### src/rtl/ddr3_ctrl_pkg.sv
package ddr3_ctrl_pkg;

    //////////////////////////////////////////////////////////////////////
    // DRAM timing, all in CLK cycles
    //////////////////////////////////////////////////////////////////////
    localparam int T_RESET   = 10;   // Reset pin held low
    localparam int T_ZQINIT  = 8;    // ZQCL to first usable cycle
    localparam int T_RFC     = 103;  // Refresh to next command
    localparam int T_RCD     = 10;   // Activate to column command
    localparam int RL        = 5;    // Read latency
    localparam int WL        = 7;    // Write latency
    localparam int BURST_LEN = 8;    // Beats per burst, BL8 only

    // Address and data widths
    localparam int ROW_W  = 15;
    localparam int COL_W  = 10;
    localparam int BANK_W = 3;
    localparam int DQ_W   = 8;

    localparam int AP_BIT = 10;      // A10, the long-calibration bit for ZQCL

    // Shared phase counter, sized for the longest wait (tRFC)
    localparam int CNT_W = $clog2(T_RFC);

    typedef logic [CNT_W-1:0]          cnt_t;
    typedef logic [DQ_W-1:0]           beat_t;
    typedef logic [BURST_LEN*DQ_W-1:0] burst_t;  // Beat 0 in the low byte

    // Commands the sequencer can issue
    typedef enum logic [2:0] {
        DESELECT,
        NOP,
        ZQCL,
        REFRESH,
        ACTIVATE,
        WRITE,
        READ,
        PRECHARGE
    } dram_cmd_e;

    //////////////////////////////////////////////////////////////////////
    // Request, response and pin bundles
    //////////////////////////////////////////////////////////////////////
    typedef struct packed {
        logic              write;    // 1 = write, 0 = read
        logic [BANK_W-1:0] bank;
        logic [ROW_W-1:0]  row;
        logic [COL_W-1:0]  col;
        burst_t            wr_data;  // Unused on reads
    } access_req_t;

    typedef struct packed {
        burst_t rd_data;
    } read_rsp_t;

    typedef struct packed {
        logic              cs_n;
        logic              ras_n;
        logic              cas_n;
        logic              we_n;
        logic [ROW_W-1:0]  addr;
        logic [BANK_W-1:0] ba;
    } dram_pins_t;

    // Chip not selected, all strobes high
    localparam dram_pins_t PINS_DESELECT = '{
        cs_n:  1'b1,
        ras_n: 1'b1,
        cas_n: 1'b1,
        we_n:  1'b1,
        addr:  '0,
        ba:    '0
    };

endpackage

### src/rtl/ddr3_burst_datapath.sv
`timescale 1ns/100ps

module ddr3_burst_datapath (
    input  logic                       CLK,
    input  logic                       rst,
    input  logic                       load,
    input  ddr3_ctrl_pkg::burst_t      wr_burst,
    input  logic                       wr_beat,
    input  logic                       rd_beat,
    input  logic                       rd_last,
    output ddr3_ctrl_pkg::beat_t       dq_out,
    output logic                       dq_oe,
    input  ddr3_ctrl_pkg::beat_t       dq_in,
    output logic                       rsp_push,
    output ddr3_ctrl_pkg::read_rsp_t   rsp_data
);

    ddr3_ctrl_pkg::burst_t wr_shift;
    ddr3_ctrl_pkg::burst_t rd_shift;
    ddr3_ctrl_pkg::burst_t rd_next;
    logic                  rd_beat_q;
    logic                  rd_last_q;

    // Strobes delayed one cycle to meet the pins
    always_ff @(posedge CLK) begin
        if (rst) begin
            dq_oe     <= 1'b0;
            rd_beat_q <= 1'b0;
            rd_last_q <= 1'b0;
        end else begin
            dq_oe     <= wr_beat;
            rd_beat_q <= rd_beat;
            rd_last_q <= rd_last;
        end
    end

    //////////////////////////////////////////////////////////////////////
    // Write side, low byte goes out first
    //////////////////////////////////////////////////////////////////////
    always_ff @(posedge CLK) begin
        if (load) begin
            wr_shift <= wr_burst;
        end else if (wr_beat) begin
            wr_shift <= wr_shift >> ddr3_ctrl_pkg::DQ_W;
        end
        if (wr_beat) dq_out <= wr_shift[ddr3_ctrl_pkg::DQ_W-1:0];
    end

    //////////////////////////////////////////////////////////////////////
    // Read side, new beat enters at the top
    //////////////////////////////////////////////////////////////////////
    // After eight beats, beat 0 has reached the low byte
    assign rd_next = {dq_in, rd_shift[ddr3_ctrl_pkg::BURST_LEN*ddr3_ctrl_pkg::DQ_W-1:
                                      ddr3_ctrl_pkg::DQ_W]};

    always_ff @(posedge CLK) begin
        if (rd_beat_q) rd_shift <= rd_next;
    end

    // Last beat goes straight into the response slot
    assign rsp_push         = rd_last_q;
    assign rsp_data.rd_data = rd_next;

endmodule

### src/rtl/ddr3_cmd_encoder.sv
`timescale 1ns/100ps

module ddr3_cmd_encoder (
    input  logic                              CLK,
    input  logic                              rst,
    input  ddr3_ctrl_pkg::dram_cmd_e          cmd,
    input  logic [ddr3_ctrl_pkg::BANK_W-1:0]  cmd_bank,
    input  logic [ddr3_ctrl_pkg::ROW_W-1:0]   cmd_row,
    input  logic [ddr3_ctrl_pkg::COL_W-1:0]   cmd_col,
    output ddr3_ctrl_pkg::dram_pins_t         pins
);

    ddr3_ctrl_pkg::dram_pins_t pins_d;

    // DDR3 truth table, strobes active low (cs ras cas we)
    always_comb begin
        pins_d      = ddr3_ctrl_pkg::PINS_DESELECT;
        pins_d.cs_n = 1'b0;
        case (cmd)
            ddr3_ctrl_pkg::DESELECT: pins_d = ddr3_ctrl_pkg::PINS_DESELECT;
            ddr3_ctrl_pkg::NOP: ;                         // 0 1 1 1
            ddr3_ctrl_pkg::ZQCL: begin                    // 0 1 1 0
                pins_d.we_n                        = 1'b0;
                pins_d.addr[ddr3_ctrl_pkg::AP_BIT] = 1'b1; // Long calibration
            end
            ddr3_ctrl_pkg::REFRESH: begin                 // 0 0 0 1
                pins_d.ras_n = 1'b0;
                pins_d.cas_n = 1'b0;
            end
            ddr3_ctrl_pkg::ACTIVATE: begin                // 0 0 1 1
                pins_d.ras_n = 1'b0;
                pins_d.addr  = cmd_row;
                pins_d.ba    = cmd_bank;
            end
            ddr3_ctrl_pkg::WRITE, ddr3_ctrl_pkg::READ: begin
                pins_d.cas_n = 1'b0;
                pins_d.we_n  = (cmd == ddr3_ctrl_pkg::READ);  // Low only for write
                // Column on the low bits, A10 low so no auto-precharge
                pins_d.addr  = ddr3_ctrl_pkg::ROW_W'(cmd_col);
                pins_d.ba    = cmd_bank;
            end
            ddr3_ctrl_pkg::PRECHARGE: begin               // 0 0 1 0
                pins_d.ras_n = 1'b0;
                pins_d.we_n  = 1'b0;
                pins_d.ba    = cmd_bank;                  // A10 low, one bank
            end
            default: pins_d = ddr3_ctrl_pkg::PINS_DESELECT;
        endcase
    end

    // Output register, one cycle behind the sequencer
    always_ff @(posedge CLK) begin
        if (rst) begin
            pins <= ddr3_ctrl_pkg::PINS_DESELECT;
        end else begin
            pins <= pins_d;
        end
    end

endmodule

### src/rtl/ddr3_ctrl_top.sv
`timescale 1ns/100ps

module ddr3_ctrl_top (
    input  logic                        CLK,
    input  logic                        rst,
    input  logic                        refresh_req,
    // Request slot
    input  logic                        req_valid,
    output logic                        req_ready,
    input  ddr3_ctrl_pkg::access_req_t  req,
    // Response slot
    output logic                        rsp_valid,
    input  logic                        rsp_ready,
    output ddr3_ctrl_pkg::read_rsp_t    rsp,
    // DRAM side
    output logic                        dram_reset_n,
    output logic                        init_done,
    output ddr3_ctrl_pkg::dram_pins_t   pins,
    output ddr3_ctrl_pkg::beat_t        dq_out,
    output logic                        dq_oe,
    input  ddr3_ctrl_pkg::beat_t        dq_in
);

    ddr3_ctrl_pkg::access_req_t        req_held;
    logic                              req_held_valid;
    logic                              req_take;
    ddr3_ctrl_pkg::dram_cmd_e          cmd;
    logic [ddr3_ctrl_pkg::BANK_W-1:0]  cmd_bank;
    logic [ddr3_ctrl_pkg::ROW_W-1:0]   cmd_row;
    logic [ddr3_ctrl_pkg::COL_W-1:0]   cmd_col;
    logic                              load;
    logic                              wr_beat;
    logic                              rd_beat;
    logic                              rd_last;
    logic                              rsp_push;
    ddr3_ctrl_pkg::read_rsp_t          rsp_data;

    //////////////////////////////////////////////////////////////////////
    // Request and response slots
    //////////////////////////////////////////////////////////////////////
    ddr3_hold_slot #(.payload_t(ddr3_ctrl_pkg::access_req_t)) u_req_slot (
        .CLK       (CLK),
        .rst       (rst),
        .in_valid  (req_valid),
        .in_ready  (req_ready),
        .in_data   (req),
        .out_valid (req_held_valid),
        .out_take  (req_take),
        .out_data  (req_held)
    );

    // Never pushed while full, the sequencer waits for it to drain
    ddr3_hold_slot #(.payload_t(ddr3_ctrl_pkg::read_rsp_t)) u_rsp_slot (
        .CLK       (CLK),
        .rst       (rst),
        .in_valid  (rsp_push),
        .in_ready  (),
        .in_data   (rsp_data),
        .out_valid (rsp_valid),
        .out_take  (rsp_ready),
        .out_data  (rsp)
    );

    ddr3_sequencer u_sequencer (
        .CLK          (CLK),
        .rst          (rst),
        .refresh_req  (refresh_req),
        .req_valid    (req_held_valid),
        .req          (req_held),
        .req_take     (req_take),
        .rsp_busy     (rsp_valid),      // Full response slot blocks Activate
        .cmd          (cmd),
        .cmd_bank     (cmd_bank),
        .cmd_row      (cmd_row),
        .cmd_col      (cmd_col),
        .dram_reset_n (dram_reset_n),
        .init_done    (init_done),
        .load         (load),
        .wr_beat      (wr_beat),
        .rd_beat      (rd_beat),
        .rd_last      (rd_last)
    );

    ddr3_cmd_encoder u_cmd_encoder (
        .CLK      (CLK),
        .rst      (rst),
        .cmd      (cmd),
        .cmd_bank (cmd_bank),
        .cmd_row  (cmd_row),
        .cmd_col  (cmd_col),
        .pins     (pins)
    );

    ddr3_burst_datapath u_burst_datapath (
        .CLK      (CLK),
        .rst      (rst),
        .load     (load),
        .wr_burst (req_held.wr_data),   // Sampled on the take cycle
        .wr_beat  (wr_beat),
        .rd_beat  (rd_beat),
        .rd_last  (rd_last),
        .dq_out   (dq_out),
        .dq_oe    (dq_oe),
        .dq_in    (dq_in),
        .rsp_push (rsp_push),
        .rsp_data (rsp_data)
    );

endmodule

### src/rtl/ddr3_hold_slot.sv
`timescale 1ns/100ps

module ddr3_hold_slot #(
    parameter type payload_t = logic
) (
    input  logic     CLK,
    input  logic     rst,
    input  logic     in_valid,
    output logic     in_ready,
    input  payload_t in_data,
    output logic     out_valid,
    input  logic     out_take,
    output payload_t out_data
);

    logic full;
    logic fill;

    assign fill      = in_valid && !full;  // Only accepts when empty
    assign in_ready  = !full;
    assign out_valid = full;

    always_ff @(posedge CLK) begin
        if (rst) begin
            full <= 1'b0;
        end else if (fill) begin
            full <= 1'b1;
        end else if (out_take) begin
            full <= 1'b0;                  // Consumer popped the entry
        end
    end

    // Payload held until the next fill
    always_ff @(posedge CLK) begin
        if (fill) begin
            out_data <= in_data;
        end
    end

endmodule

### src/rtl/ddr3_sequencer.sv
`timescale 1ns/100ps

module ddr3_sequencer (
    input  logic                              CLK,
    input  logic                              rst,
    input  logic                              refresh_req,
    input  logic                              req_valid,
    input  ddr3_ctrl_pkg::access_req_t        req,
    output logic                              req_take,
    input  logic                              rsp_busy,
    output ddr3_ctrl_pkg::dram_cmd_e          cmd,
    output logic [ddr3_ctrl_pkg::BANK_W-1:0]  cmd_bank,
    output logic [ddr3_ctrl_pkg::ROW_W-1:0]   cmd_row,
    output logic [ddr3_ctrl_pkg::COL_W-1:0]   cmd_col,
    output logic                              dram_reset_n,
    output logic                              init_done,
    output logic                              load,
    output logic                              wr_beat,
    output logic                              rd_beat,
    output logic                              rd_last
);

    typedef enum logic [3:0] {
        S_RESET,    // DRAM reset pin low
        S_ZQ,       // Issue ZQCL
        S_ZQ_WAIT,
        S_IDLE,
        S_REF,      // Issue REFRESH
        S_RFC,      // tRFC wait
        S_ACT,      // Issue ACTIVATE
        S_RCD,      // tRCD wait
        S_COL,      // Issue WRITE or READ
        S_LAT,      // WL or RL wait
        S_BURST,    // One beat per cycle
        S_PRE       // Close the bank
    } state_e;

    state_e                    state, state_n;
    ddr3_ctrl_pkg::cnt_t       cnt;
    ddr3_ctrl_pkg::cnt_t       cnt_val;
    logic                      cnt_load;
    logic                      is_write;
    logic                      cnt_zero;

    assign cnt_zero = (cnt == '0);

    //////////////////////////////////////////////////////////////////////
    // Next state, command and beat strobes
    //////////////////////////////////////////////////////////////////////
    always_comb begin
        state_n  = state;
        cnt_load = 1'b0;
        cnt_val  = '0;
        cmd      = ddr3_ctrl_pkg::NOP;
        req_take = 1'b0;
        load     = 1'b0;
        wr_beat  = 1'b0;
        rd_beat  = 1'b0;
        rd_last  = 1'b0;
        case (state)
            S_RESET: begin
                cmd = ddr3_ctrl_pkg::DESELECT;  // cs_n high through the hold
                if (cnt_zero) state_n = S_ZQ;
            end
            S_ZQ: begin
                cmd      = ddr3_ctrl_pkg::ZQCL;
                state_n  = S_ZQ_WAIT;
                cnt_load = 1'b1;
                cnt_val  = ddr3_ctrl_pkg::cnt_t'(ddr3_ctrl_pkg::T_ZQINIT - 1);
            end
            S_ZQ_WAIT: begin
                if (cnt_zero) state_n = S_IDLE;
            end
            S_IDLE: begin
                if (refresh_req) begin          // Refresh wins over requests
                    state_n = S_REF;
                end else if (req_valid && !rsp_busy) begin
                    req_take = 1'b1;
                    load     = req.write;       // Burst into the write shifter
                    state_n  = S_ACT;
                end
            end
            S_REF: begin
                cmd      = ddr3_ctrl_pkg::REFRESH;
                state_n  = S_RFC;
                cnt_load = 1'b1;
                cnt_val  = ddr3_ctrl_pkg::cnt_t'(ddr3_ctrl_pkg::T_RFC - 1);
            end
            S_RFC: begin
                // Back to back refresh while the request stays up
                if (cnt_zero) state_n = refresh_req ? S_REF : S_IDLE;
            end
            S_ACT: begin
                cmd      = ddr3_ctrl_pkg::ACTIVATE;
                state_n  = S_RCD;
                cnt_load = 1'b1;
                cnt_val  = ddr3_ctrl_pkg::cnt_t'(ddr3_ctrl_pkg::T_RCD - 2);
            end
            S_RCD: begin
                if (cnt_zero) state_n = S_COL;
            end
            S_COL: begin
                cmd      = is_write ? ddr3_ctrl_pkg::WRITE : ddr3_ctrl_pkg::READ;
                state_n  = S_LAT;
                cnt_load = 1'b1;
                // Latency minus this cycle minus the beat strobe register
                cnt_val  = is_write ? ddr3_ctrl_pkg::cnt_t'(ddr3_ctrl_pkg::WL - 2)
                                    : ddr3_ctrl_pkg::cnt_t'(ddr3_ctrl_pkg::RL - 2);
            end
            S_LAT: begin
                if (cnt_zero) begin
                    state_n  = S_BURST;
                    cnt_load = 1'b1;
                    cnt_val  = ddr3_ctrl_pkg::cnt_t'(ddr3_ctrl_pkg::BURST_LEN - 1);
                end
            end
            S_BURST: begin
                wr_beat = is_write;
                rd_beat = !is_write;
                rd_last = !is_write && cnt_zero;
                if (cnt_zero) state_n = S_PRE;
            end
            S_PRE: begin
                cmd     = ddr3_ctrl_pkg::PRECHARGE;  // Same bank as the access
                state_n = S_IDLE;
            end
            default: state_n = S_RESET;
        endcase
    end

    //////////////////////////////////////////////////////////////////////
    // State, shared down-counter, reset pin and init flag
    //////////////////////////////////////////////////////////////////////
    always_ff @(posedge CLK) begin
        if (rst) begin
            state        <= S_RESET;
            cnt          <= ddr3_ctrl_pkg::cnt_t'(ddr3_ctrl_pkg::T_RESET - 1);
            dram_reset_n <= 1'b0;
            init_done    <= 1'b0;
        end else begin
            state <= state_n;
            if (cnt_load) begin
                cnt <= cnt_val;
            end else if (!cnt_zero) begin
                cnt <= cnt - 1'b1;
            end
            // Registered so both line up with the encoder pins
            if (state == S_RESET && cnt_zero) dram_reset_n <= 1'b1;
            if (state == S_ZQ_WAIT && cnt_zero) init_done <= 1'b1;
        end
    end

    // Fields of the taken request, held until the next take
    always_ff @(posedge CLK) begin
        if (req_take) begin
            is_write <= req.write;
            cmd_bank <= req.bank;
            cmd_row  <= req.row;
            cmd_col  <= req.col;
        end
    end

endmodule

### config.mk
export PLATFORM = sky130hd
export DESIGN_NAME = ddr3_ctrl_top
export DESIGN_NICKNAME = d
export VERILOG_FILES = /design/src/rtl/ddr3_ctrl_pkg.sv /design/src/rtl/ddr3_burst_datapath.sv /design/src/rtl/ddr3_cmd_encoder.sv /design/src/rtl/ddr3_ctrl_top.sv /design/src/rtl/ddr3_hold_slot.sv /design/src/rtl/ddr3_sequencer.sv
export SDC_FILE = /design/constraint.sdc
export NUM_CORES = 1
export LEC_CHECK = 0
export ABC_AREA = 1
export BUFFER_PORTS_ARGS = -buffer_cell sky130_fd_sc_hd__buf_2
export CORE_UTILIZATION = 55
export CTS_CLUSTER_DIAMETER = 40
export CTS_CLUSTER_SIZE = 16
export DETAILED_ROUTE_END_ITERATION = 10
export GPL_TIMING_DRIVEN = 0
export PLACE_DENSITY = 0.78
export SLEW_MARGIN = 40
export SYNTH_ARGS = -nofsm -noshare
export SYNTH_HDL_FRONTEND = slang
export SYNTH_SLANG_ARGS = --single-unit
### constraint.sdc
create_clock -name CLK -period 5.9 [get_ports CLK]
set_clock_uncertainty 0.15 [all_clocks]
set_input_delay 0.59 -clock CLK [delete_from_list [all_inputs] [get_ports CLK]]
set_output_delay 0.59 -clock CLK [all_outputs]
set_load 0.01 [all_outputs]
==> impl_metrics.tcl <==
set metrics [dict create \
    nFillCells 1355 \
    drive_gt1_share_pct 29.3 \
    syn_to_final_growth_pct 24.7 \
    vias 6828 \
    maxSlewHeadroom_pct 57.3 \
    status "finished, final reports clean" \
    critPathLaunchType "flip-flop" \
    worstPathArrival_ns 2.78 \
    endpoint_kind "flip-flop" \
    cts_tree "yes" \
    slew_viol_final 0 \
    path_cells "nand2_1 -> clkinv_1 -> nand3_2 -> nor2_4 -> nand2_1 -> buf_2 -> buf_2 -> o21ai_4 -> buf_8 -> buf_8 -> buf_8" \
    synth.avg_cell_area_um2 15.5 \
    antenna_left 0 \
    critical_path_class "reg -> reg" \
    async_flop_share_pct 0 \
    crit_cells 11 \
    synth_fp_nets 891 \
    num_io_pins 205 \
    cp_slowest_cell "dfxtp_1" \
    die-area_um2 22600 \
    hold_viol 0 \
    synth_cell_types 27 \
    drt-total-wl_um 22200 \
    start_util_pct 56.9 \
    critPathMostFrequentCell "buf_8" \
    postSynthCellCount 783 \
    hp-start "req[0]" \
    critPathRequiredTime_ns 5.96 \
    seq_area_um2 10200 \
    synth_seq_cells 354 \
    clkLatencyLatePin_ns 0.52 \
    cts_buffers 38 \
    period_needed_ns 2.71 \
    ctsHtreeMaxLevel 2 \
    chipWidth_um 150 \
    finalSetupViolCount 0 \
    drv_cap 0 \
    via_per_inst 5.08 \
    peakVddDrop_mv 0.247 \
    rrSetupSlack_ns 3.19 \
    dp.cells 1273 \
    yosys_warnings 0 \
    fp.dieH_um 150 \
    multi_input_area_um2 1610 \
    p_seq_share_pct 49.4 \
    hpwl_um 14600 \
    grt_pass1_vias 6768 \
    switchingPower_w 0.00131 \
    rsz0062_at_grt "false" \
    grt_max_degree 45 \
    p_comb_share_pct 7.8 \
    grt_overflow 0 \
    clockRootBuffer "clkbuf_16" \
    r2r_end "u_burst_datapath.wr_shift[61]" \
    intPower_w 0.00448 \
    wl_per_cell_um 16.5 \
    path_max_fanout 13 \
    core_area_um2 21300 \
    period_share_pct 46.0 \
    tightestPinTransition_ns 0.641 \
    synth_edf_count 314 \
    port_buffers 204 \
    p_sw_share_pct 22.6 \
    cts_buffer_depth 3 \
    drcViolationCount 0 \
    p_clk_share_pct 42.8 \
    hold_class "in -> reg" \
    leakage_nw 5.93 \
    post-cts-setup-buffer-count 0 \
    grt_pass1_wl_um 34100 \
    track_usage_pct 20.1 \
    endpoint "u_burst_datapath.wr_shift[61]" \
    critPathMaxStageDelay_ns 0.44 \
    worstPathBufferInverterCount 6 \
    max_freq_mhz 369 \
    p_per_area_nw_per_um2 384 \
    place_area_um2 13700 \
    instances_no_fill 1343 \
    synthFlopType "edfxtp_1" \
    rows 53 \
    synth-seq-area-share_pct 84.5 \
    drt_iter0_drc 403 \
    hold_slack_ns 0.0975 \
    final_nets 1147 \
    postCtsHoldBufs 0 \
    cp-startpoint "u_sequencer.state[1]" \
    antenna_found_initial 1 \
    cts_sinks 354 \
    r2r-start "u_sequencer.state[1]" \
    syn_area_um2 12100 \
    critical_path.top_delay_family "buffers and inverters" \
    dr.pass1.iters 5 \
    final_cell_mix "edfxtp_1, buf_2, nand2_1" \
    cts.repair.resized 0 \
    clk_pin_slew_ns 0.06 \
    reg2reg_depth 11 \
    layout_commonest_cell "edfxtp_1" \
    design_area_um2 15100 \
    gp_congestion 0.823 \
]
[cell usage after synthesis (3+ instances only)]
cell type	count	area, um2
buf_4	3	22.5
inv_1	39	146
nor2_4	4	45.0
edfxtp_1	314	9430
o211ai_1	3	22.5
nor2_2	3	18.8
nand3_1	71	355
inv_2	4	15.0
nor3_1	4	20.0
buf_2	12	60.1
a21oi_1	17	85.1
nor2_1	39	146
nand4_1	4	25.0
clkbuf_1	10	37.5
o21ai_0	4	20.0
nand2_1	197	739
dfxtp_1	40	801
[area by class of cell]
| cell class | count | area share (%) |
|---|---|---|
| repair buffers | 216 | 8.44 |
| clock buffers | 43 | 6.56 |
| plain buffers | 25 | 0.796 |
| clock inverters | 25 | 2.31 |
| diodes | 1 | 0.0166 |
| well taps | 275 | 2.28 |
| inverters | 45 | 1.14 |
| flip-flops and latches | 354 | 67.8 |
| multi-input cells | 359 | 10.7 |
[state kept, by name, summed over array words and instances, names as in the netlist]
name and cells:
u_req_slot.out_data 93, u_burst_datapath.rd_shift 56, u_burst_datapath.dq_oe 1, u_req_slot.out_valid 1, u_sequencer.cmd_col 10, u_rsp_slot.out_valid 1, u_sequencer.cmd_bank 3, u_burst_datapath.dq_out 8
u_burst_datapath.rsp_push 1, u_rsp_slot.out_data 64, u_sequencer.cnt 7, u_burst_datapath.wr_shift 64, u_sequencer.dram_reset_n 1, u_cmd_encoder.pins 22, u_burst_datapath.rd_beat_q 1, u_sequencer.state 4
u_sequencer.cmd_row 15, u_sequencer.init_done 1, u_sequencer.is_write 1
[per-layer routing]
metal / global-route usage, % / share of wire [%] / vias up
met4: 8.43 / 3.2 / 0
met5: 0 / 0 / -
met2: 35.5 / 51 / 266
li1: - / - / 3297
met3: 3.73 / 6.4 / 58
met1: 24.3 / 40 / 3207
[how the worst min path moves through the flow]
stage	end	slack, ns	cells after the start
2_1_floorplan	u_burst_datapath.dq_out[0]	0.25	0
3_3_place_gp	u_sequencer.cmd_col[4]	0.25	0
3_5_place_dp	u_sequencer.cmd_row[3]	0.25	0
4_1_cts	u_req_slot.out_data[0]	0.07	1
5_1_grt	u_req_slot.out_data[0]	0.08	1
6_report	u_req_slot.out_data[0]	0.1	1
[cells by family after synthesis]
group	synth area share, %
and+or+nand+nor	11.4
adders and majority gates	0.207
xor gates and xnor gates	0.217
AOI/OAI and AO/OA	1.32
buffers and inverters	2.39
DFF	84.5
[through the flow]
| step | setup slack (ns) | utilization (%) | TNS (ns) | power (W) |
|---|---|---|---|---|
| global route | 2.97 | 70.9 | 0 | 0.00600 |
| finish | 3.19 | 70.9 | 0 | 0.00579 |
| detailed placement | 3.06 | 64.5 | 0 | 0.00336 |
| floorplan | 0.654 | - | 0 | 0.00321 |
| CTS | 3.17 | 70.8 | 0 | 0.00584 |
| global placement | -1.14 | 63.3 | -105.33 | 0.00334 |
[power by group through the flow]
stage,clock [W],combinational [W],sequential (W)
3_5_place_dp,0,0.000446,0.00291
3_3_place_gp,0,0.000418,0.00292
5_1_grt,0.00261,0.000522,0.00286
4_1_cts,0.00253,0.000453,0.00286
6_report,0.00248,0.000453,0.00286
2_1_floorplan,0,0.000295,0.00291
Note: power is estimated with default switching activity, not from simulation.
